<file path="src/mem_fill_pkg.sv">
// Memory fill shared definitions
// Geometry, widths and generator states

package mem_fill_pkg;

	// ========================================
	// Memory geometry
	// ========================================

	// Four banks interleaved on the low line address bits
	localparam int NUM_BANKS   = 4;
	localparam int BANK_ROWS   = 16;
	localparam int NUM_LINES   = NUM_BANKS * BANK_ROWS;
	// A 128-bit line holds eight halfwords
	localparam int HW_PER_LINE = 8;
	localparam int NUM_HW      = NUM_LINES * HW_PER_LINE;

	// Any nonzero value works as a seed, the all-zero state locks up
	localparam logic [30:0] LFSR_SEED = 31'd1;

	// ========================================
	// Width types
	// ========================================

	typedef logic [16*HW_PER_LINE-1:0]      line_data_t;
	typedef logic [2*HW_PER_LINE-1:0]       byte_sel_t;
	// Line index with the bank in the low bits and the row above it
	typedef logic [$clog2(NUM_LINES)-1:0]   line_addr_t;
	typedef logic [$clog2(BANK_ROWS)-1:0]   row_addr_t;
	typedef logic [$clog2(NUM_BANKS)-1:0]   bank_idx_t;
	// One extra bit on top flags that the walk has finished
	typedef logic [$clog2(NUM_HW):0]        hw_count_t;
	typedef logic [30:0]                    lfsr_t;

	// Write generator states
	typedef enum logic [1:0] {
		FILL_IDLE,
		FILL_RUN,
		FILL_DONE
	} fill_state_t;

endpackage
</file>
<file path="src/bank_read_mux.sv">
// Bank read merger

`timescale 1ns/1ps

module bank_read_mux (
	input  logic                                                clk,
	input  logic                                                rst,
	input  logic                                                rd_pend,
	input  mem_fill_pkg::bank_idx_t                             rd_bank,
	input  mem_fill_pkg::line_data_t [mem_fill_pkg::NUM_BANKS-1:0] bank_q,
	output mem_fill_pkg::line_data_t                            rd_data,
	output logic                                                rd_valid
);
	import mem_fill_pkg::*;

	// Pend and bank index one cycle late, in step with the bank q register
	logic       pend_d;
	bank_idx_t  bank_d;
	line_data_t sel_q;

	assign sel_q = bank_q[bank_d];

	always_ff @(posedge clk or posedge rst) begin
		if (rst) begin
			pend_d   <= 1'b0;
			rd_valid <= 1'b0;
		end else begin
			pend_d   <= rd_pend;
			rd_valid <= pend_d;
		end
	end

	// Capture the returning bank's line only when a read is due
	always_ff @(posedge clk) begin
		bank_d <= rd_bank;
		if (pend_d) begin
			rd_data <= sel_q;
		end
	end

endmodule

</file>
<file path="config.mk">
export PLATFORM = sky130hd
export DESIGN_NAME = bank_read_mux
export DESIGN_NICKNAME = d
export VERILOG_FILES = /design/src/mem_fill_pkg.sv /design/src/bank_read_mux.sv
export SDC_FILE = /design/constraint.sdc
export NUM_CORES = 1
export LEC_CHECK = 0
export BUFFER_PORTS_ARGS = -buffer_cell sky130_fd_sc_hd__clkbuf_2
export CAP_MARGIN = 5
export CELL_PAD_IN_SITES_DETAIL_PLACEMENT = 0
export CELL_PAD_IN_SITES_GLOBAL_PLACEMENT = 1
export CORE_AREA = 2 2 254 256
export CTS_BUF_LIST = sky130_fd_sc_hd__clkbuf_4 sky130_fd_sc_hd__clkbuf_8
export CTS_CLUSTER_SIZE = 30
export DETAILED_ROUTE_END_ITERATION = 7
export DIE_AREA = 0 0 256 258
export GPL_TIMING_DRIVEN = 0
export PLACE_DENSITY = 0.5
export SLEW_MARGIN = 15
export SYNTH_ARGS = -nofsm -noshare
export SYNTH_HDL_FRONTEND = slang
export SYNTH_SLANG_ARGS = --single-unit
</file>
<file path="constraint.sdc">
create_clock -name clk -period 6.6 [get_ports clk]
set_input_delay 1.65 -clock clk [delete_from_list [all_inputs] [get_ports clk]]
set_output_delay 1.65 -clock clk [all_outputs]
set_load 0.05 [all_outputs]
</file>
# After elaboration in Yosys (flattened, before gate mapping)
# Cells that the tools add are included.
# W data, S select, Z words.
# word_totals
inputBits,517
register_bits,132
# op_classes
n_mux,2
order_cmp,1
# ops
operator,count
$bmux W128 S2,1
$mux W128,1
$lt A2 B3 Y1 const B,1

# Logic depth before layout (Yosys ltp)
# Gate-level depths: netlist (run 1).
# depth
word_depth,2
mapped_depth,3
depth_no_buf,1

# Worst setup path after synthesis (run 1)
# OpenSTA, ideal clock, no wires.
# synth_timing
kind,register -> register
startpoint,register pend_d
endpoint,register rd_data[0] (enable)
path_stages_with_launch,1
setup_time_ns,0.488
required_ns,6.112
slack_ns,3.215
n_path_buf,0
arrival_ns,2.897
path_cell_list,dfrtp_1
# synth_rtl
item,line,source
from (decl),bank_read_mux.sv:17,logic pend_d;
from (signal assigned),bank_read_mux.sv:28,pend_d <= rd_pend;
to (signal assigned),bank_read_mux.sv:37,rd_data <= sel_q;
to (decl),bank_read_mux.sv:11,"output mem_fill_pkg::line_data_t rd_data,"
# No word-level cell between the ends.

# Worst setup path in the final report (run 1)
# layout_timing
startpoint,register rd_data[122]
endpoint,output port rd_data[122]
# No word-level cell between the ends.

==> results of run 1 <==
## sequential cells by signal, summed over array words and instances (netlist names)
register / cells
bank_d: 2
pend_d: 1
rd_data: 128
rd_valid: 1
## how the worst max path moves through the flow
stage,startpoint,end,slack [ns],depth (start not counted)
CTS,rd_data[72],rd_data[72],3.52,1
finish,rd_data[122],rd_data[122],3.67,1
detailed placement,bank_q[129],rd_data[1],3.99,2
floorplan,pend_d,rd_data[0],3.21,0
global route,rd_data[72],rd_data[72],3.54,1
global placement,pend_d,rd_data[74],1.54,0
## stage by stage
step	worst slack [ns]	power [mW]
3_3_place_gp	1.54	1.75
6_report	3.67	2.53
2_1_floorplan	3.21	1.46
5_1_grt	3.54	2.66
4_1_cts	3.52	2.61
3_5_place_dp	3.99	1.75
## cells in the mapped netlist
cell	count
dfrtp_1	2
inv_1	1
clkbuf_1	1
buf_6	4
mux4_2	128
buf_12	10
buf_2	13
dfxtp_1	2
edfxtp_1	128
## kinds of logic (layout without fill, tap and decap cells)
family / count (synthesis) / after routing / share of synthesized area (%)
buffers and inverters: 29 / 708 / 4.45
flip-flops: 132 / 132 / 55.1
multiplexers: 128 / 128 / 40.4
## power by group through the flow
stage | Clock (mW) | Sequential (mW) | Combinational, mW
after CTS | 0.869 | 1.03 | 0.709
after global placement | 0 | 1.07 | 0.688
final | 0.807 | 1.03 | 0.695
after detailed placement | 0 | 1.05 | 0.707
after global routing | 0.887 | 1.03 | 0.735
after floorplan | 0 | 1.28 | 0.182
## per-layer routing
layer	up-vias	routed length, um	GRT usage [%]
met3	28	3190	4.13
met4	0	793	3.96
met1	3095	12400	10.6
li1	2698	-	-
met2	420	17600	18.2
met5	-	0	0
## final cells by class
class / count / area (sq um) / share of cell area, %
flip-flops and latches: 132 / 3940 / 33.0
repair buffers: 647 / 3280 / 27.5
multi-input cells: 128 / 2880 / 24.2
well taps: 855 / 1070 / 8.97
plain buffers: 28 / 315 / 2.64
clock buffers: 17 / 234 / 1.96
clock inverters: 15 / 201 / 1.69
inverters: 1 / 3.75 / 0.0315
==> impl_metrics.env, run 1 <==
export IMPL_yosysTopAreaCellShare_pct=53.9
export IMPL_io_buffers=645
export IMPL_die_h_um=258
export IMPL_dp_hpwl_um=29000
export IMPL_max_vdd_ir_drop_mv=0.127
export IMPL_crit_reg2reg_capture="rd_data[47]"
export IMPL_p_clk_share_pct=31.9
export IMPL_p_sw_share_pct=32.6
export IMPL_drive_gt1_share_pct=86.4
export IMPL_synth_top_cell_by_area="edfxtp_1"
export IMPL_place_congestion=0.924
export IMPL_vias_per_cell=3.42
export IMPL_cts_resized=0
export IMPL_seq_power_share_pct=40.6
export IMPL_internal_power_mw=1.70
export IMPL_clockRootBuffer="clkbuf_8"
export IMPL_finalNonFillerCells=1823
export IMPL_first_pass_iters=4
export IMPL_fmax_mhz=341
export IMPL_endpoint_kind="primary output"
export IMPL_routed_wirelength_um=34000
export IMPL_synth_area_leaders="edfxtp_1 (54%), mux4_2 (40%), buf_12 (2.8%)"
export IMPL_drc=0
export IMPL_synth_cells=289
export IMPL_r2r_start="bank_d[1]"
export IMPL_path_buf_inv=1
export IMPL_overflow=0
export IMPL_rr_worst_depth=3
export IMPL_hold_path_startpoint="pend_d"
export IMPL_cts_tree="done"
export IMPL_grt_usage_pct=10.2
export IMPL_rsz0062_at_grt="false"
export IMPL_synth_distinct_cells=9
export IMPL_finalHoldViolations=0
export IMPL_place_area_sq_um=11500
export IMPL_drv_slew=0
export IMPL_fin_area_sq_um=11900
export IMPL_dp_cells=1791
export IMPL_finalSetupViolations=0
export IMPL_die_w_um=256
export IMPL_htreeDepth=4
export IMPL_cts_sinks=132
export IMPL_power_density_nw_per_um2=212
export IMPL_tns_ns=0
export IMPL_hold_path_class="flip-flop to flip-flop"
export IMPL_cp_arrival_ns=1.28
export IMPL_crit_chain="clkbuf_2"
export IMPL_worstMarginPinSlew_ns=0.560
export IMPL_slowest_delay_ns=0.44
export IMPL_combPwrFrac_pct=27.5
export IMPL_antenna_left=0
export IMPL_drt_iter0_drc=296
export IMPL_required_ns=4.95
export IMPL_ys_seq_elements=132
export IMPL_crit_path_max_fanout=1
export IMPL_clockBufferDepth=2
export IMPL_fin_nets=1472
export IMPL_hold_slack_ns=0.791
export IMPL_finClkSkew_ns=0.0250
export IMPL_grt_pass1_vias=7098
export IMPL_final_common_cell="clkbuf_2"
export IMPL_wl_per_cell_um=18.7
export IMPL_grt_max_degree=55
export IMPL_clock_latency_ns=0.53
export IMPL_critPathTopFamily="flip-flops"
export IMPL_crit_slowest_cell="edfxtp_1"
export IMPL_antenna_found_initial=1
export IMPL_min_period_ns=2.93
export IMPL_area_growth_pct=67.2
export IMPL_synthesis_nets=806
export IMPL_power_leakage_nw=5.20
export IMPL_reg2reg_slack_ns=4.69
export IMPL_critPathKind="flip-flop to primary output"
export IMPL_fillers=7066
export IMPL_netlist_area_sq_um=7130
export IMPL_seq_area_frac_synth_pct=55.1
export IMPL_syn_avg_cell_area_sq_um=24.7
export IMPL_die_area_sq_um=66000
export IMPL_grt_pass1_wl_um=47800
export IMPL_cts_buffers=17
export IMPL_fin_util_pct=18.7
export IMPL_holdBufCountCts=0
export IMPL_p_switching_mw=0.824
export IMPL_vias=6241
export IMPL_final_cell_mix="clkbuf_2 (646), mux4_2 (128), edfxtp_1 (128)"
export IMPL_diodes=0
export IMPL_drv_cap=0
export IMPL_min_path_cells=0
export IMPL_status="finished, final reports clean"
export IMPL_core_rowCount=93
export IMPL_synth_warnings=0
export IMPL_crit_path_start_kind="flip-flop"
export IMPL_slew_headroom_pct=62.6
export IMPL_min_to="rd_valid"
export IMPL_ioPinCount=646
export IMPL_coreArea_sq_um=63600
export IMPL_finalCritPeriodShare_pct=44.4
export IMPL_clk_transition_reported_paths_ns=0.09
export IMPL_post_cts_buffers=0
export IMPL_initial_utilization_pct=11.2
(Power assumes the default switching activity.)
==> inputs of run 2 (changes only) <==
Settings changed: PLACE_DENSITY 0.5 to 0.51.
Clock period 6.6 ns to 2.61 ns, I/O delays scaled along.
==> run 2 against run 1 <==
Critical path type unchanged. Sequential cell count unchanged. Register-to-register slack worse by 3.9 ns. Hold slack worse by 0.57 ns. Die area unchanged. Critical path depth unchanged. Design area is 0.35% higher. Combinational power grew to 2.5 times the previous value. Utilization is 0.065 points higher. Non-clock buffer count rose by 1. Sequential power grew to 2.5 times the previous value.
==> impl_metrics.env, run 2 (same netlist as run 1, synthesis figures left out) <==
export IMPL_dp_cells=1791
export IMPL_crit_reg2reg_capture="rd_data[13]"
export IMPL_first_pass_iters=4
export IMPL_finClkSkew_ns=0.0202
export IMPL_largest_register_ffs=128
export IMPL_die_area_sq_um=66000
export IMPL_wl_per_cell_um=19.3
export IMPL_final_cell_mix="clkbuf_2 (646), mux4_2 (128), edfxtp_1 (128)"
export IMPL_finalSetupViolations=0
export IMPL_finalNonFillerCells=1830
export IMPL_finalHoldViolations=0
export IMPL_area_growth_pct=67.8
export IMPL_rr_worst_depth=3
export IMPL_crit_slowest_cell="clkbuf_2"
export IMPL_rsz0062_at_grt="false"
export IMPL_slowest_delay_ns=0.40
export IMPL_final_common_cell="clkbuf_2"
export IMPL_vias_per_cell=3.45
export IMPL_place_congestion=0.932
export IMPL_top_register="rd_data"
export IMPL_critPathKind="flip-flop to primary output"
export IMPL_drc=0
export IMPL_max_vdd_ir_drop_mv=0.328
export IMPL_die_h_um=258
export IMPL_routed_wirelength_um=35200
export IMPL_endpoint_kind="primary output"
export IMPL_required_ns=1.96
export IMPL_reg2reg_slack_ns=0.76
export IMPL_drv_slew=0
export IMPL_dp_hpwl_um=30300
export IMPL_drive_gt1_share_pct=86.3
export IMPL_clk_transition_reported_paths_ns=0.10
export IMPL_clockRootBuffer="clkbuf_8"
export IMPL_core_rowCount=93
export IMPL_cp_arrival_ns=1.28
export IMPL_r2r_start="bank_d[1]"
export IMPL_htreeDepth=4
export IMPL_min_to="pend_d"
export IMPL_power_leakage_nw=5.22
export IMPL_drv_cap=0
export IMPL_ioPinCount=646
export IMPL_critPathTopFamily="buffers and inverters"
export IMPL_die_w_um=256
export IMPL_critPathLaunch="rd_data[104]"
export IMPL_overflow=0
export IMPL_finalCritPeriodShare_pct=73.9
export IMPL_coreArea_sq_um=63600
export IMPL_reg_top3="rd_data: 128 flops, bank_d: 2 flops"
export IMPL_hold_path_class="input port to flip-flop"
export IMPL_clock_latency_ns=0.53
export IMPL_grt_usage_pct=10.5
export IMPL_hold_slack_ns=0.222
export IMPL_status="finished, final reports clean"
export IMPL_cts_resized=0
export IMPL_antenna_left=0
export IMPL_multiInputGateArea_sq_um=2880
export IMPL_crit_chain="clkbuf_2"
export IMPL_initial_utilization_pct=11.2
export IMPL_worstMarginPinSlew_ns=0.507
export IMPL_io_buffers=645
export IMPL_cts_buffers=17
export IMPL_cts_tree="done"
export IMPL_antenna_found_initial=7
export IMPL_min_path_cells=1
export IMPL_path_buf_inv=1
export IMPL_crit_path_max_fanout=1
export IMPL_min_period_ns=1.93
export IMPL_grt_max_degree=56
export IMPL_hold_path_startpoint="rd_pend"
export IMPL_grt_pass1_vias=7085
export IMPL_finalPower_mw=6.46
export IMPL_fin_nets=1473
export IMPL_crit_path_start_kind="flip-flop"
export IMPL_drt_iter0_drc=275
export IMPL_fmax_mhz=518
export IMPL_fillers=6955
export IMPL_grt_pass1_wl_um=49300
export IMPL_power_density_nw_per_um2=540
export IMPL_clockBufferDepth=2
export IMPL_seqCellArea_sq_um=3940
export IMPL_cts_sinks=132
export IMPL_vias=6312
export IMPL_slew_headroom_pct=66.4
==> run 2: cell count changes in the layout (fill, tap and decap cells not counted) <==
cell,before,now
clkbuf_8,17,18
dlygate4sd3_1,0,1
clkbuf_4,0,1
clkinv_4,1,3
clkinv_2,3,0
diode_2,0,6
clkinvlp_4,3,2
==> run 2: per-layer routing <==
layer,share of wire [%],global-route usage [%],routed length [um],vias up
li1,-,-,-,2720
met1,36,10.9,12800,3103
met2,50,18.1,17600,435
met3,9.9,4.65,3500,50
met4,3.8,5.70,1350,4
met5,0.077,0,27,-
==> run 2: how the worst max path moves through the flow <==
stage / end / depth (start not counted)
6_report: rd_data[104] / 1
5_1_grt: rd_data[56] / 3
4_1_cts: rd_data[103] / 1
3_5_place_dp: rd_data[12] / 3
3_3_place_gp: rd_data[105] / 0
2_1_floorplan: rd_data[0] / 0
==> run 2: cell type report <==
type                    instances  area share, %
diodes                          6          0.125
plain buffers                  28           2.63
clock buffers                  19           2.13
clock inverters                13           1.64
inverters                       1         0.0314
multi-input cells             128           24.1
flip-flops and latches        132           32.9
well taps                     855           8.94
repair buffers                648           27.5
==> run 2: repair_timing <==
action | CTS | global route
endpoints found under the hold margin | 2 | 0
buffers inserted | 0 | 0
hold buffers | 1 | 0
==> run 2: metrics by stage <==
stage                     worst slack [ns]  TNS (ns)  area (sq um)  utilization (%)
final                                0.680         0         12000             18.8
after global routing                 0.557         0         12000             18.8
after CTS                            0.542         0         12000             18.8
after detailed placement             0.633         0         11500             18.1
after global placement              -0.425    -50.84         11400             18.0
after floorplan                      0.457         0          7140                -
==> run 2: power by group <==
part	switching (mW)	internal (mW)
logic	1.03	0.728
registers	0.0545	2.54
clock network	1.02	1.09
==> inputs of run 3 (changes only) <==
Settings changed: CORE_AREA 2 2 254 256 to 2 2 248 250, DIE_AREA 0 0 256 258 to 0 0 250 252.
Clock period 2.61 ns to 1.8 ns, I/O delays scaled along.
==> run 3 against run 2 <==
Combinational power grew 44%. Non-clock buffer count grew 3. Routed wire length shrank 5.2%. Global-route usage shrank 0.16 points. Clock power grew 22%. Via count shrank 2.0%. Critical endpoint is now rd_data[25]. Largest power group unchanged.
==> impl_metrics.env, run 3 (same netlist as run 1, synthesis figures left out) <==
export IMPL_die_area_sq_um=63000
export IMPL_fmax_mhz=575
export IMPL_post_cts_buffers=0
export IMPL_grt_pass1_wl_um=45900
export IMPL_coreArea_sq_um=60100
export IMPL_pre_cts_ws_ns=-0.407
export IMPL_cts_buffers=17
export IMPL_grt_max_degree=57
export IMPL_fin_util_pct=19.7
export IMPL_finalSetupViolations=0
export IMPL_critPathKind="flip-flop to flip-flop"
export IMPL_final_cell_mix="clkbuf_2 (642), mux4_2 (128), edfxtp_1 (128)"
export IMPL_clk_transition_reported_paths_ns=0.10
export IMPL_finalHoldViolations=0
export IMPL_clock_latency_ns=0.54
export IMPL_seqCellArea_sq_um=3940
export IMPL_clockBufferDepth=2
export IMPL_area_growth_pct=66.0
export IMPL_endpoint_kind="flip-flop"
export IMPL_ioPinCount=646
export IMPL_cts_sinks=132
export IMPL_top_register="rd_data"
export IMPL_final_common_cell="clkbuf_2"
export IMPL_drv_slew=0
export IMPL_first_pass_iters=4
export IMPL_finalNonFillerCells=1758
export IMPL_required_ns=2.06
export IMPL_reg2reg_slack_ns=0.06
export IMPL_cts_tree="done"
export IMPL_routed_wirelength_um=33400
export IMPL_worstMarginPinSlew_ns=0.380
export IMPL_hold_path_class="input port to async pin"
export IMPL_grt_usage_pct=10.4
export IMPL_fin_nets=1476
export IMPL_multiInputGateArea_sq_um=2880
export IMPL_core_rowCount=90
export IMPL_io_buffers=645
export IMPL_cp_arrival_ns=2.00
export IMPL_final_setup_worst_slack_ns=0.0594
export IMPL_power_density_nw_per_um2=749
export IMPL_largest_register_ffs=128
export IMPL_status="finished, final reports clean"
export IMPL_crit_path_max_fanout=10
export IMPL_die_w_um=250
export IMPL_die_h_um=252
export IMPL_wl_per_cell_um=19.0
export IMPL_htreeDepth=4
export IMPL_drt_iter0_drc=393
export IMPL_crit_path_start_kind="flip-flop"
export IMPL_fillers=6570
export IMPL_initial_utilization_pct=11.9
export IMPL_finalPower_mw=8.87
export IMPL_place_congestion=0.813
export IMPL_max_vdd_ir_drop_mv=0.472
export IMPL_finalCritPeriodShare_pct=96.7
export IMPL_overflow=0
export IMPL_vias_per_cell=3.52
export IMPL_vias=6187
export IMPL_power_leakage_nw=5.20
export IMPL_drv_cap=0
export IMPL_reg_top3="rd_data: 128 flops, bank_d: 2 flops"
export IMPL_clockRootBuffer="clkbuf_8"
export IMPL_dp_cells=1718
export IMPL_antenna_left=0
export IMPL_slew_headroom_pct=74.7
export IMPL_drc=0
export IMPL_finClkSkew_ns=0.0185
export IMPL_dp_hpwl_um=28400
export IMPL_antenna_found_initial=7
export IMPL_rsz0062_at_grt="false"
export IMPL_drive_gt1_share_pct=86.0
export IMPL_grt_pass1_vias=6794
export IMPL_min_period_ns=1.74
==> run 3: cell types whose count changed in the layout (fill, tap and decap cells not counted), sizes merged <==
cell and change:
inv +6, diode -2, bufinv -4, clkinvlp +1
clkinv -1, clkbuf -3, buf +1, dlygate4sd3 +3
==> run 3: layer usage <==
metal	share of wire, %	vias to the layer above	track usage (%)
met1	36	3026	10.8
met4	2.2	4	3.83
met3	10	41	4.79
li1	-	2716	-
met2	51	400	18.3
met5	0.069	-	0
==> run 3: final timing paths <==
kind / end / cells after the start / start
min in group clk: rd_data[18] / 2 / bank_q[402]
setup reg to reg: rd_data[25] / 3 / bank_d[0]
hold reg to reg: rd_valid / 0 / pend_d
hold / removal: pend_d / 3 / rst
max in group asynchronous: pend_d / 3 / rst
setup / recovery: rd_data[25] / 3 / bank_d[0]
==> run 3: final cells by class <==
cell class	instances	area share, %
Clock inverter	15	1.17
Inverter	1	0.0317
Antenna cell	4	0.0845
Tap cell	782	8.26
Timing Repair Buffer	651	28.1
Sequential cell	132	33.2
Buffer	28	2.76
Clock buffer	17	1.98
Multi-Input combinational cell	128	24.3
==> run 3: worst max-delay path, stage by stage, from the launching register on <==
cell,delay (ns)
dfxtp_1,0.40
buf_8,0.29
buf_12,0.23
mux4_2,0.56
==> run 3: repair_timing <==
action / 4_1_cts / 5_1_grt
endpoints found under the hold margin: 5 / 0
gates cloned: 0 / 0
setup endpoints to repair: 103 / 21
pin swaps: 0 / 0
hold buffers: 4 / 0
resized for setup: 7 / 1
==> run 3: report_power, final <==
group / total (mW) / switching [mW] / internal (mW)
combinational: 2.54 / 1.48 / 1.07
sequential: 3.76 / 0.0778 / 3.68
clock: 2.57 / 1.55 / 1.01
total: 8.87 / 3.11 / 5.76
==> run 3: stage by stage <==
stage | setup TNS (ns) | cell area, sq um | hold slack, ns
2_1_floorplan | 0 | 7140 | 0.191
3_3_place_gp | -107.01 | 11300 | 0.290
3_5_place_dp | -12.92 | 11400 | 0.290
4_1_cts | -0.00322 | 11800 | 0.198
5_1_grt | 0 | 11800 | 0.230
6_report | 0 | 11800 | 0.301
